**src/logic/hdr_config.svh**
```systemverilog
`ifndef HDR_CONFIG_SVH
`define HDR_CONFIG_SVH

// Data path sizes
`define HDR_DATA_W      16       // Payload bits per data word
`define HDR_FIFO_DEPTH  8        // Write buffer entries
`define HDR_FIFO_AW     3        // Pointer width, log2 of depth

// Line framing
`define HDR_WORD_W      20       // Preamble + data + parity
`define HDR_PAIR_CNT_W  4        // Enough for 10 pairs
`define HDR_DATA_PAIRS  4'd10    // 20 bits, two per clock
`define HDR_CRC_PAIRS   4'd6     // 12-bit CRC word

// CRC-5 word, x^5 + x^2 + 1
`define HDR_CRC_W       5
`define HDR_CRC_POLY    5'b00101 // Taps below x^5
`define HDR_CRC_INIT    5'b11111 // Seed at frame start
`define HDR_CRC_TOKEN   4'b1100  // Marks the CRC word

`endif

```
**src/logic/hdr_pkg.sv**
```systemverilog
`include "hdr_config.svh"

package hdr_pkg;

  // One entry of the write buffer
  // last marks the final word of a frame, CRC word follows it
  typedef struct packed {
    logic [`HDR_DATA_W-1:0] data;  // Sent high byte first
    logic                   last;  // End of frame
  } hdr_wdata_t;

  // One unit of work for the serializer
  // Data word:  {2'b10, data[15:0], pa1, pa0}
  // CRC word:   {2'b01, token, crc[4:0], 1'b1}, left aligned, low bits zero
  typedef struct packed {
    logic [`HDR_WORD_W-1:0]     bits;   // MSB goes out first
    logic [`HDR_PAIR_CNT_W-1:0] pairs;  // Number of bit pairs to shift out
  } hdr_tx_word_t;

endpackage

```
**src/logic/crc5_byte_engine.sv**
```systemverilog
`timescale 1ns/1ps
`include "hdr_config.svh"

module crc5_byte_engine (
  input  logic                  i_sys_clk,
  input  logic                  i_sys_rst,
  input  logic [7:0]            i_parallel_data,
  input  logic                  i_input_valid,  // One strobe per byte
  input  logic                  i_enable,       // High for the whole frame
  output logic [`HDR_CRC_W-1:0] o_crc_value,
  output logic                  o_crc_valid
);

  typedef enum logic {
    IDLE     = 1'b0,
    CALC_CRC = 1'b1
  } crc_state_t;

  crc_state_t            state_q;
  crc_state_t            state_nxt;
  logic [`HDR_CRC_W-1:0] crc_q;

  // Eight serial LFSR steps unrolled into one clock
  // MSB of the byte enters first, feedback is crc MSB xor data bit
  function automatic logic [`HDR_CRC_W-1:0] fold_byte(
    input logic [`HDR_CRC_W-1:0] crc_in,
    input logic [7:0]            data
  );
    logic [`HDR_CRC_W-1:0] crc;
    logic                  fb;
    crc = crc_in;
    for (int i = 7; i >= 0; i--) begin
      fb  = crc[`HDR_CRC_W-1] ^ data[i];
      crc = {crc[`HDR_CRC_W-2:0], 1'b0};  // Shift towards x^5
      if (fb) begin
        crc = crc ^ `HDR_CRC_POLY;        // Apply x^2 + 1 taps
      end
    end
    return crc;
  endfunction

  // IDLE waits for a byte, CALC_CRC is the cycle the folded value is out
  always_comb begin
    state_nxt = state_q;
    case (state_q)
      IDLE:     if (i_input_valid) state_nxt = CALC_CRC;
      CALC_CRC: state_nxt = i_input_valid ? CALC_CRC : IDLE;  // Back-to-back bytes stay
      default:  state_nxt = IDLE;
    endcase
  end

  always_ff @(posedge i_sys_clk or negedge i_sys_rst) begin
    if (!i_sys_rst) begin
      state_q <= IDLE;
      crc_q   <= `HDR_CRC_INIT;
    end else if (!i_enable) begin
      state_q <= IDLE;
      crc_q   <= `HDR_CRC_INIT;     // Reseed between frames
    end else begin
      state_q <= state_nxt;
      if (i_input_valid) begin
        crc_q <= fold_byte(crc_q, i_parallel_data);
      end
    end
  end

  assign o_crc_value = crc_q;                  // No final inversion
  assign o_crc_valid = (state_q == CALC_CRC);  // One cycle after each byte

endmodule

```
**src/logic/ddr_pair_serializer.sv**
```systemverilog
`timescale 1ns/1ps
`include "hdr_config.svh"

module ddr_pair_serializer (
  input  logic                  i_sys_clk,
  input  logic                  i_sys_rst,
  input  logic                  i_load,       // Only while o_busy is low
  input  hdr_pkg::hdr_tx_word_t i_word,
  input  logic                  i_frame_end,  // Loaded word is the CRC word
  output logic [1:0]            o_sda_pair,   // Bit 1 goes on the line first
  output logic                  o_pair_valid,
  output logic                  o_busy,
  output logic                  o_frame_done
);

  logic [`HDR_WORD_W-1:0]     shift_q;  // Line bits, MSB next out
  logic [`HDR_PAIR_CNT_W-1:0] cnt_q;    // Pairs still to send

  // Shift register, no reset needed on the payload
  always_ff @(posedge i_sys_clk) begin
    if (i_load) begin
      shift_q <= i_word.bits;
    end else if (cnt_q != '0) begin
      shift_q <= {shift_q[`HDR_WORD_W-3:0], 2'b00};  // Two bits per clock
    end
  end

  // Pair counter is the only control state
  always_ff @(posedge i_sys_clk or negedge i_sys_rst) begin
    if (!i_sys_rst) begin
      cnt_q <= '0;
    end else if (i_load) begin
      cnt_q <= i_word.pairs;
    end else if (cnt_q != '0) begin
      cnt_q <= cnt_q - 1'b1;
    end
  end

  // One pair per rising edge of the system clock, one bit per SCL edge
  assign o_sda_pair   = shift_q[`HDR_WORD_W-1 -: 2];
  assign o_pair_valid = (cnt_q != '0);  // Contiguous for the whole word
  assign o_busy       = (cnt_q != '0);

  // Final pair of the CRC word closes the frame
  assign o_frame_done = i_frame_end && (cnt_q == `HDR_PAIR_CNT_W'(1));

endmodule

```
**src/logic/ddr_word_framer.sv**
```systemverilog
`timescale 1ns/1ps
`include "hdr_config.svh"

module ddr_word_framer (
  input  logic                  i_sys_clk,
  input  logic                  i_sys_rst,
  input  hdr_pkg::hdr_wdata_t   i_fifo_data,   // Show-ahead head of buffer
  input  logic                  i_fifo_empty,
  input  logic                  i_ser_busy,
  input  logic [`HDR_CRC_W-1:0] i_crc_value,
  output logic                  o_fifo_rd,
  output logic                  o_crc_enable,
  output logic [7:0]            o_crc_byte,
  output logic                  o_crc_strobe,
  output logic                  o_ser_load,
  output hdr_pkg::hdr_tx_word_t o_ser_word,
  output logic                  o_frame_end    // Serializer holds the CRC word
);
  import hdr_pkg::*;

  localparam int CRC_WORD_LEN = 2 + 4 + `HDR_CRC_W + 1;  // Preamble, token, CRC, setup

  typedef enum logic [2:0] {
    IDLE,
    POP,
    LOAD,
    WAIT_CRC,
    SEND_CRC,
    CLOSE
  } frm_state_t;

  frm_state_t state_q;
  frm_state_t state_nxt;
  hdr_wdata_t word_q;      // Popped word, payload only
  logic       lo_byte_q;   // Low byte goes to CRC this cycle
  logic       crc_word_q;  // CRC word sits in the serializer
  logic [1:0] parity;      // {PA1, PA0}
  logic       close_done;

  // PA1 over odd bits, PA0 over even bits then inverted
  function automatic logic [1:0] ddr_parity(input logic [`HDR_DATA_W-1:0] d);
    logic pa1;
    logic pa0;
    pa1 = 1'b0;
    pa0 = 1'b0;
    for (int i = 0; i < `HDR_DATA_W; i++) begin
      if (i % 2 == 1) begin
        pa1 = pa1 ^ d[i];
      end else begin
        pa0 = pa0 ^ d[i];
      end
    end
    return {pa1, ~pa0};
  endfunction

  assign parity     = ddr_parity(word_q.data);
  assign close_done = (state_q == CLOSE) && !i_ser_busy;  // Last pair has gone out

  // Frame sequencing
  always_comb begin
    state_nxt = state_q;
    case (state_q)
      IDLE:     if (!i_fifo_empty) state_nxt = POP;               // Frame opens
      POP:      if (o_fifo_rd) state_nxt = LOAD;
      LOAD:     state_nxt = word_q.last ? WAIT_CRC : POP;
      WAIT_CRC: if (!i_ser_busy && !lo_byte_q) state_nxt = SEND_CRC;
      SEND_CRC: state_nxt = CLOSE;
      CLOSE:    if (!i_ser_busy) state_nxt = IDLE;
      default:  state_nxt = IDLE;
    endcase
  end

  // Pop only when the serializer can take the word right after
  assign o_fifo_rd = (state_q == POP) && !i_fifo_empty && !i_ser_busy;

  // Hold the popped word until the next pop
  always_ff @(posedge i_sys_clk) begin
    if (o_fifo_rd) begin
      word_q <= i_fifo_data;
    end
  end

  always_ff @(posedge i_sys_clk or negedge i_sys_rst) begin
    if (!i_sys_rst) begin
      state_q    <= IDLE;
      lo_byte_q  <= 1'b0;
      crc_word_q <= 1'b0;
    end else begin
      state_q   <= state_nxt;
      lo_byte_q <= (state_q == LOAD);  // Low byte follows high byte
      if (state_q == SEND_CRC) begin
        crc_word_q <= 1'b1;
      end else if (close_done) begin
        crc_word_q <= 1'b0;
      end
    end
  end

  // CRC engine feed, high byte in LOAD, low byte the cycle after
  assign o_crc_enable = (state_q != IDLE) && !close_done;
  assign o_crc_strobe = (state_q == LOAD) || lo_byte_q;
  assign o_crc_byte   = lo_byte_q ? word_q.data[7:0] : word_q.data[`HDR_DATA_W-1 -: 8];

  // Serializer side
  assign o_ser_load  = (state_q == LOAD) || (state_q == SEND_CRC);
  assign o_frame_end = crc_word_q;

  always_comb begin
    if (state_q == SEND_CRC) begin
      // CRC has settled, both bytes of the last word are in
      o_ser_word.bits  = {2'b01, `HDR_CRC_TOKEN, i_crc_value, 1'b1,
                          {(`HDR_WORD_W - CRC_WORD_LEN){1'b0}}};
      o_ser_word.pairs = `HDR_CRC_PAIRS;
    end else begin
      o_ser_word.bits  = {2'b10, word_q.data, parity};  // Data preamble 10
      o_ser_word.pairs = `HDR_DATA_PAIRS;
    end
  end

endmodule

```
**src/logic/hdr_ddr_tx.sv**
```systemverilog
`timescale 1ns/1ps
`include "hdr_config.svh"

module hdr_ddr_tx (
  input  logic                i_sys_clk,
  input  logic                i_sys_rst,
  input  logic                i_wr_valid,    // One-cycle write strobe
  input  hdr_pkg::hdr_wdata_t i_wr_data,
  output logic                o_fifo_full,   // Writes are dropped while high
  output logic [1:0]          o_sda_pair,
  output logic                o_pair_valid,
  output logic                o_frame_done
);
  import hdr_pkg::*;

  hdr_wdata_t            fifo_rd_data;
  logic                  fifo_empty;
  logic                  fifo_rd;
  logic                  crc_enable;
  logic [7:0]            crc_byte;
  logic                  crc_strobe;
  logic [`HDR_CRC_W-1:0] crc_value;
  logic                  ser_load;
  hdr_tx_word_t          ser_word;
  logic                  ser_busy;
  logic                  frame_end;

  // Write buffer
  tx_word_fifo u_fifo (
    .i_sys_clk (i_sys_clk),
    .i_sys_rst (i_sys_rst),
    .i_wr_en   (i_wr_valid),
    .i_wr_data (i_wr_data),
    .i_rd_en   (fifo_rd),
    .o_rd_data (fifo_rd_data),
    .o_empty   (fifo_empty),
    .o_full    (o_fifo_full)
  );

  // Frame control
  ddr_word_framer u_framer (
    .i_sys_clk    (i_sys_clk),
    .i_sys_rst    (i_sys_rst),
    .i_fifo_data  (fifo_rd_data),
    .i_fifo_empty (fifo_empty),
    .i_ser_busy   (ser_busy),
    .i_crc_value  (crc_value),
    .o_fifo_rd    (fifo_rd),
    .o_crc_enable (crc_enable),
    .o_crc_byte   (crc_byte),
    .o_crc_strobe (crc_strobe),
    .o_ser_load   (ser_load),
    .o_ser_word   (ser_word),
    .o_frame_end  (frame_end)
  );

  // Running CRC over the data bytes; framer reads the value, not the valid flag
  crc5_byte_engine u_crc (
    .i_sys_clk       (i_sys_clk),
    .i_sys_rst       (i_sys_rst),
    .i_parallel_data (crc_byte),
    .i_input_valid   (crc_strobe),
    .i_enable        (crc_enable),
    .o_crc_value     (crc_value),
    .o_crc_valid     ()
  );

  // Line side
  ddr_pair_serializer u_ser (
    .i_sys_clk    (i_sys_clk),
    .i_sys_rst    (i_sys_rst),
    .i_load       (ser_load),
    .i_word       (ser_word),
    .i_frame_end  (frame_end),
    .o_sda_pair   (o_sda_pair),
    .o_pair_valid (o_pair_valid),
    .o_busy       (ser_busy),
    .o_frame_done (o_frame_done)
  );

endmodule

```
**src/logic/tx_word_fifo.sv**
```systemverilog
`timescale 1ns/1ps
`include "hdr_config.svh"

module tx_word_fifo (
  input  logic                i_sys_clk,
  input  logic                i_sys_rst,
  input  logic                i_wr_en,
  input  hdr_pkg::hdr_wdata_t i_wr_data,
  input  logic                i_rd_en,
  output hdr_pkg::hdr_wdata_t o_rd_data,
  output logic                o_empty,
  output logic                o_full
);
  import hdr_pkg::*;

  localparam logic [`HDR_FIFO_AW:0] FULL_CNT = `HDR_FIFO_DEPTH;

  hdr_wdata_t                mem [0:`HDR_FIFO_DEPTH-1]; // Storage, no reset
  logic [`HDR_FIFO_AW-1:0]   wr_ptr_q;
  logic [`HDR_FIFO_AW-1:0]   rd_ptr_q;
  logic [`HDR_FIFO_AW:0]     count_q;    // One extra bit to tell full from empty
  logic                      wr_ok;
  logic                      rd_ok;

  // Qualified strobes
  assign wr_ok = i_wr_en && !o_full;   // Write into a full buffer is lost
  assign rd_ok = i_rd_en && !o_empty;  // Guard against underflow

  // Status levels
  assign o_empty = (count_q == '0);
  assign o_full  = (count_q == FULL_CNT);

  // Show-ahead, head entry is always on the output
  assign o_rd_data = mem[rd_ptr_q];

  // Payload write
  always_ff @(posedge i_sys_clk) begin
    if (wr_ok) begin
      mem[wr_ptr_q] <= i_wr_data;
    end
  end

  // Pointers wrap naturally, depth is a power of two
  always_ff @(posedge i_sys_clk or negedge i_sys_rst) begin
    if (!i_sys_rst) begin
      wr_ptr_q <= '0;
      rd_ptr_q <= '0;
    end else begin
      if (wr_ok) begin
        wr_ptr_q <= wr_ptr_q + 1'b1;
      end
      if (rd_ok) begin
        rd_ptr_q <= rd_ptr_q + 1'b1;  // Word consumed in the pop cycle
      end
    end
  end

  // Occupancy
  always_ff @(posedge i_sys_clk or negedge i_sys_rst) begin
    if (!i_sys_rst) begin
      count_q <= '0;
    end else begin
      case ({wr_ok, rd_ok})
        2'b10:   count_q <= count_q + 1'b1;
        2'b01:   count_q <= count_q - 1'b1;
        default: count_q <= count_q;  // Both or neither, level unchanged
      endcase
    end
  end

endmodule

```
**config.mk**
```make
export PLATFORM = sky130hd
export DESIGN_NAME = hdr_ddr_tx
export DESIGN_NICKNAME = d
export VERILOG_FILES = /design/src/logic/hdr_pkg.sv /design/src/logic/crc5_byte_engine.sv /design/src/logic/ddr_pair_serializer.sv /design/src/logic/ddr_word_framer.sv /design/src/logic/hdr_ddr_tx.sv /design/src/logic/tx_word_fifo.sv
export VERILOG_INCLUDE_DIRS = /design/src /design/src/logic
export SDC_FILE = /design/constraint.sdc
export NUM_CORES = 1
export LEC_CHECK = 0
export BUFFER_PORTS_ARGS = -buffer_cell sky130_fd_sc_hd__buf_4
export CAP_MARGIN = 5
export CORE_MARGIN = 1.5
export CORE_UTILIZATION = 25
export DETAILED_ROUTE_END_ITERATION = 6
export GPL_TIMING_DRIVEN = 0
export PLACE_DENSITY = 0.38
export SYNTH_ARGS = -nofsm -noshare
export SYNTH_HDL_FRONTEND = slang
export SYNTH_HIERARCHICAL = 1
export SYNTH_SLANG_ARGS = --single-unit
```
**constraint.sdc**
```tcl
create_clock -name i_sys_clk -period 4.9 [get_ports i_sys_clk]
set_input_delay 0.49 -clock i_sys_clk [delete_from_list [all_inputs] [get_ports i_sys_clk]]
set_output_delay 0.49 -clock i_sys_clk [all_outputs]
set_load 0.05 [all_outputs]
```
==> metrics.md, run 1 <==
| Metric | Value |
|---|---|
| Status | finished clean |
| Mapped Area | 8540 um^2 |
| # resized after CTS | 0 |
| Clock Latency Late Sink | 0.44 ns |
| Dpl ws | just over 0.9 ns |
| Initial Util | 0.255 |
| Critical R2R Capture | u_fifo/count_q[3] |
| Power per standard cell area | roughly 570 nW/um^2 |
| CTS sink cnt | 197 |
| Mapped Cells | 478 |
| Full die area | about 35000 um^2 |
| Final hold viol count | 0 |
| Root Buffer | clkbuf_16 |
| RSZ-0062 raised after global routing | false |
| Cell row count | 67 |
| Max Clock Freq | 256 MHz |
| Starting DRT DRC Count | 217 |
| First-pass GRT wire length | 27500 um |
| Vias in the first global route | 4417 |
| Crit path max-delay family | simple AND/OR/NAND/NOR gates |
| H-tree Lvls | 4 |
| Most frequent cells in the layout | edfxtp_1 (173), mux2_2 (46), buf_4 (31) |
| Number of non-filler instances in the completed layout | approximately 990 |
| Max Slew Vio Count | 0 |
| R2r setup slk | 0.99 ns |
| Post-route cell area | 10100 um^2 |
| Leakage | ~3.5 nW |
| CP max-delay cell | or4b_2 |
| Nets | roughly 560 |
| Initial DRT Pass Iterations | 4 |
| Ports | 25 |
| Longest Clk Path Bufs | 2 |
| Post-CTS Setup Inserts | 0 |
| Remaining global-route overflow | 0 |
| Routed vias | roughly 4.1k |
| Peak supply drop | 348 uV |
| Syn_area_per_cell | 17.9 um^2 |
| Period Utilization, post-route | 0.797 |
| Fin Hold WS | 0.280 ns |
| Vias per cell | between 4 and 5 |
| Power Total | 5.77 mW |
| Critical path arrival | approximately 4.2 ns |
| Ant diodes | 0 |
| Pin count of the biggest net entering global routing | 25 |
| FF-to-FF Start | u_ser/cnt_q[0] |
| Commonest non-fill, non-tap cell in the layout | edfxtp_1 |
| Yosys warns | 6 |
| Maxcap violations | 0 |
| Port Buf Inserts | 24 |
| R2R depth | 13 |
| Placed Area | 9460 um^2 |
| Synthesis-to-layout area growth | 18.6% |
| WP buf/inv | 3 |
| Critical setup path kind | register to register |
| Routed Antenna Nets | 0 |
| Placer Congestion | 0.769 |
| Max FO, Critical Path | 9 |
| Critical path capture point type | register |
| Setup WS post-layout | 0.994 ns |
| Worst hold path depth | 1 |
| Area of the core | 33500 um^2 |
| Worst Hold Path EP | u_fifo/mem[4][0] |
| Worst clock skew | 0.0117 ns |
| Placed cells | 961 |
| Rel. slew slack | 0.376 |
| Syn_nets | 507 |
| Drt drc | 0 |
| Hold WC Path Type | input pin to register |
| GRT Total Usage | 0.106 |
| Total wire length | approximately 18000 um |
| Worst-path cell chain | inv_1 > ha_1 > nor3b_4 > inv_1 > nand2b_2 > nor4_4 > o41ai_1 > inv_1 > ha_1 > ha_1 > or4b_2 > o311ai_0 > o211ai_1 |
| Post-DR wirelength/cell | between 15 and 20 um |
| Number of antenna violations at the first check in global routing | 0 |
| CTS tree | built |
| Critical Path RT | 5.21 ns |
| Share of layout cells above drive strength 1 | 0.313 |
| CP startpoint kind | register |
| DIE WIDTH | 188 um |
| Finished Core Util | 0.302 |
| Clock transition at the registers of the reported paths | 0.08 ns |
| Worst-Margin Slew | 0.935 ns |
| Hold buffers post-CTS | 1 |
| Hpwl dp | 12200 um |
| TritonCTS Buffers | 17 |
| Clock period minus worst slack | 3.91 ns |
| Die Ht | 188 um |
| Slowest stage delay, CP | 0.67 ns |
| Endpoints failing setup | 0 |
| Setup_tns | 0 ns |
| Worst hold path startpoint | i_wr_data[0] |
==> power by group <==
part           internal, mW  switching, mW  total, mW
Combinational         0.865          0.915       1.78
Sequential             2.28          0.195       2.48
Clock                 0.843          0.667       1.51
==> worst register-to-register path, stage by stage, from the launching register on <==
cell and delay [ns]:
dfrtp_1 0.40, inv_1 0.12, ha_1 0.15, nor3b_4 0.31
inv_1 0.17, nand2b_2 0.24, nor4_4 0.34, o41ai_1 0.27
inv_1 0.17, ha_1 0.33, ha_1 0.35, or4b_2 0.67
o311ai_0 0.13, o211ai_1 0.12
==> how the worst max path moves through the flow <==
stage / start / to / slack [ns] / cells after the start
5_1_grt: u_ser/cnt_q[0] / u_fifo/count_q[3] / 0.60 / 13
6_report: u_ser/cnt_q[0] / u_fifo/count_q[3] / 0.99 / 13
3_5_place_dp: u_ser/cnt_q[0] / u_fifo/count_q[3] / 0.93 / 13
4_1_cts: u_ser/cnt_q[0] / u_fifo/count_q[3] / 0.92 / 13
3_3_place_gp: u_ser/cnt_q[0] / u_fifo/count_q[3] / -0.48 / 13
2_1_floorplan: u_ser/cnt_q[0] / u_fifo/count_q[3] / 0.55 / 13
==> state kept, by name, indices dropped and copies added (netlist names) <==
name                  count
u_framer/lo_byte_q        1
u_crc/o_crc_value         5
u_fifo/count_q            4
u_framer/o_frame_end      1
u_fifo/mem              136
u_ser/shift_q            20
u_fifo/wr_ptr_q           3
u_fifo/rd_ptr_q           3
u_ser/cnt_q               4
u_framer/state_q          3
u_framer/word_q          17
==> routing by layer <==
metal	vias to the layer above	global-route usage	part of all wire
met3	10	0.0238	0.023
met2	38	0.187	0.52
met4	0	0.0332	0.013
met1	2139	0.130	0.45
met5	-	0	0
li1	1955	-	-
==> area by class of cell <==
class                           count  area (um^2)
Timing Repair Buffer               36          337
Buffer                             23          161
Multi-Input combinational cell    245         2560
Fill cell                        3318        23400
Tap cell                          448          561
Sequential cell                   197         5800
Clock inverter                     14          214
Inverter                           13         48.8
Clock buffer                       18          439
No activity file was read; power rests on OpenSTA's default activity.
==> inputs of run 2 (changes only) <==
--- a/config.mk
+++ b/config.mk
@@ -12,7 +12,7 @@
 export CORE_UTILIZATION = 25
 export DETAILED_ROUTE_END_ITERATION = 6
 export GPL_TIMING_DRIVEN = 0
-export PLACE_DENSITY = 0.38
+export PLACE_DENSITY = 0.39
 export SYNTH_ARGS = -nofsm -noshare
 export SYNTH_HDL_FRONTEND = slang
 export SYNTH_HIERARCHICAL = 1
==> constraint.sdc (replaced) <==
create_clock -name i_sys_clk -period 3.4 [get_ports i_sys_clk]
set_input_delay 0.34 -clock i_sys_clk [delete_from_list [all_inputs] [get_ports i_sys_clk]]
set_output_delay 0.34 -clock i_sys_clk [all_outputs]
set_load 0.05 [all_outputs]
==> run 2 against run 1 <==
Sequential share of layout area increased by 0.057 points. Highest routed layer unchanged. Total power increased by 42%. Worst setup slack got worse by 0.78 ns. Combinational power increased by 48%. Critical path type unchanged. Register-to-register slack got worse by 0.78 ns. Via count increased by 1.6%. First-iteration DRC count decreased by 6.0%. Clock power increased by 29%.
==> metrics.md, run 2 (synthesis gave the netlist of run 1 again) <==
| Metric | Value |
|---|---|
| Status | finished clean |
| Worst hold path startpoint | i_wr_data[15] |
| H-tree Lvls | 4 |
| Slowest stage delay, CP | 0.50 ns |
| Vias per cell | 4.23 |
| CP max-delay cell | or4b_4 |
| First-pass GRT wire length | 27900 um |
| Area of the core | 33500 um^2 |
| Finished Core Util | 0.302 |
| DIE WIDTH | 188 um |
| # resized after CTS | 0 |
| CTS sink cnt | 197 |
| Die Ht | approximately 190 um |
| Commonest non-fill, non-tap cell in the layout | edfxtp_1 |
| Period Utilization, post-route | 0.938 |
| Fin Hold WS | 0.126 ns |
| Longest Clk Path Bufs | 2 |
| Initial DRT Pass Iterations | 4 |
| Share of layout cells above drive strength 1 | 0.322 |
| Max Slew Vio Count | 0 |
| Port Buf Inserts | 24 |
| Maxcap violations | 0 |
| Placer Congestion | 0.750 |
| WP buf/inv | 3 |
| Power Total | roughly 8.2 mW |
| Ports | 25 |
| Drt drc | 0 |
| Placed Area | 9530 um^2 |
| Power per standard cell area | 807 nW/um^2 |
| Area occupied by multi-input gates | around 2600 um^2 |
| Nets | 562 |
| GRT Total Usage | 0.108 |
| Endpoints failing setup | 0 |
| Max reg flops | 136 |
| Initial Util | 0.255 |
| Critical path arrival | 3.50 ns |
| Register Area | 5800 um^2 |
| Post-route cell area | 10100 um^2 |
| Worst-Margin Slew | 0.891 ns |
| Max Clock Freq | 314 MHz |
| Vias in the first global route | 4520 |
| Max FO, Critical Path | 9 |
| Routed vias | 4208 |
| Crit path max-delay family | simple AND/OR/NAND/NOR gates |
| Peak supply drop | 352 uV |
| Cell row count | 67 |
| Starting DRT DRC Count | just over 200 |
| Critical setup path kind | register to register |
| Biggest regs | u_fifo/mem x136, u_ser/shift_q x20, u_framer/word_q x17 |
| Worst-path cell chain | inv_2 > ha_4 > nor3b_4 > inv_2 > nand2b_4 > nor4_4 > o41ai_2 > inv_1 > ha_4 > ha_4 > or4b_4 > o311ai_1 > o211ai_1 |
| Most used cell, CP | ha_4 |
| Pin count of the biggest net entering global routing | 25 |
| Clock transition at the registers of the reported paths | roughly 0.08 ns |
| Clock Latency Late Sink | 0.44 ns |
| Critical Path RT | 3.71 ns |
| Total wire length | 17900 um |
| Fill count | around 3.3k |
| Root Buffer | clkbuf_16 |
| Post-DR wirelength/cell | 18.0 um |
| Critical Path Start | u_ser/cnt_q[0] |
| CTS tree | built |
| TritonCTS Buffers | 17 |
| Critical path capture point type | register |
| Hpwl dp | 12300 um |
| Synthesis-to-layout area growth | 18.4% |
| Final hold viol count | 0 |
| FF-to-FF Start | u_ser/cnt_q[0] |
| Largest Register | u_fifo/mem |
| Hold WC Path Type | input pin to register |
| Rel. slew slack | 0.406 |
| Most frequent cells in the layout | edfxtp_1 (173), mux2_2 (46), buf_4 (32) |
| Clock period minus worst slack | 3.19 ns |
| Routed Antenna Nets | 0 |
| RSZ-0062 raised after global routing | false |
| Full die area | around 35000 um^2 |
| Remaining global-route overflow | 0 |
| Leakage | 3.50 nW |
| CP startpoint kind | register |
| Number of antenna violations at the first check in global routing | 1 |
| Worst clock skew | 0.0136 ns |
-- run 2: changes by cell type in the layout (fill, tap and decap cells not counted), moves of 2 or more --
cell | before | now
ha_4 | 0 | 3
bufinv_16 | 3 | 0
inv_2 | 1 | 4
buf_8 | 6 | 4
buf_16 | 0 | 2
clkbuf_1 | 0 | 2
inv_1 | 11 | 8
clkinv_8 | 4 | 2
inv_8 | 1 | 4
ha_1 | 8 | 5
-- run 2: worst reg2reg max path, delay by kind of cell, from the launching register on --
family / cells / cell delay (ns)
buffers and inverters: 3 / 0.42
and+or+nand+nor: 4 / 1.20
adders and majority gates: 3 / 0.59
AOI/OAI and AO/OA: 3 / 0.44
DFF: 1 / 0.42
-- run 2: power by group --
group | internal (mW) | switching, mW
registers | 3.29 | 0.292
logic | 1.28 | 1.35
clock network | 0.976 | 0.972
-- run 2: worst paths after layout --
check / slack [ns] / end / cells past startpoint
max reg2reg: 0.21 / u_fifo/count_q[3] / 13
min reg2reg: 0.53 / u_framer/o_frame_end / 2
min: 0.13 / u_fifo/mem[5][15] / 1
max in group asynchronous: 2.74 / u_crc/o_crc_value[2] / 2
min in group asynchronous: 0.35 / u_ser/cnt_q[2] / 2
max: 0.21 / u_fifo/count_q[3] / 13
-- run 2: repair_timing --
item,CTS,global route
hold endpoints to repair,19,0
setup endpoints to repair,4,0
hold buffers,1,0
setup buffers,1,0
-- run 2: metal layers --
metal	track usage	up-vias	part of all wire
met5	0	-	0
met4	0.0342	0	0.015
met3	0.0260	15	0.027
met2	0.185	46	0.51
met1	0.133	2189	0.45
li1	-	1958	-
-- run 2: cell type report --
type,count,share of cell area
repair buffers,36,0.0354
diodes,1,0.000247
multi-input cells,245,0.258
clock buffers,19,0.0428
flip-flops and latches,197,0.574
plain buffers,23,0.0160
clock inverters,13,0.0131
inverters,13,0.00483
well taps,448,0.0554
-- run 2: metrics by stage --
step | std cells | setup slack, ns | TNS, ns
2_1_floorplan | 478 | -0.189 | -0.189
3_5_place_dp | 960 | -0.866 | -2.11
6_report | 995 | 0.212 | 0
3_3_place_gp | 950 | -0.734 | -23.40
4_1_cts | 994 | 0.170 | 0
5_1_grt | 994 | 0.0202 | 0
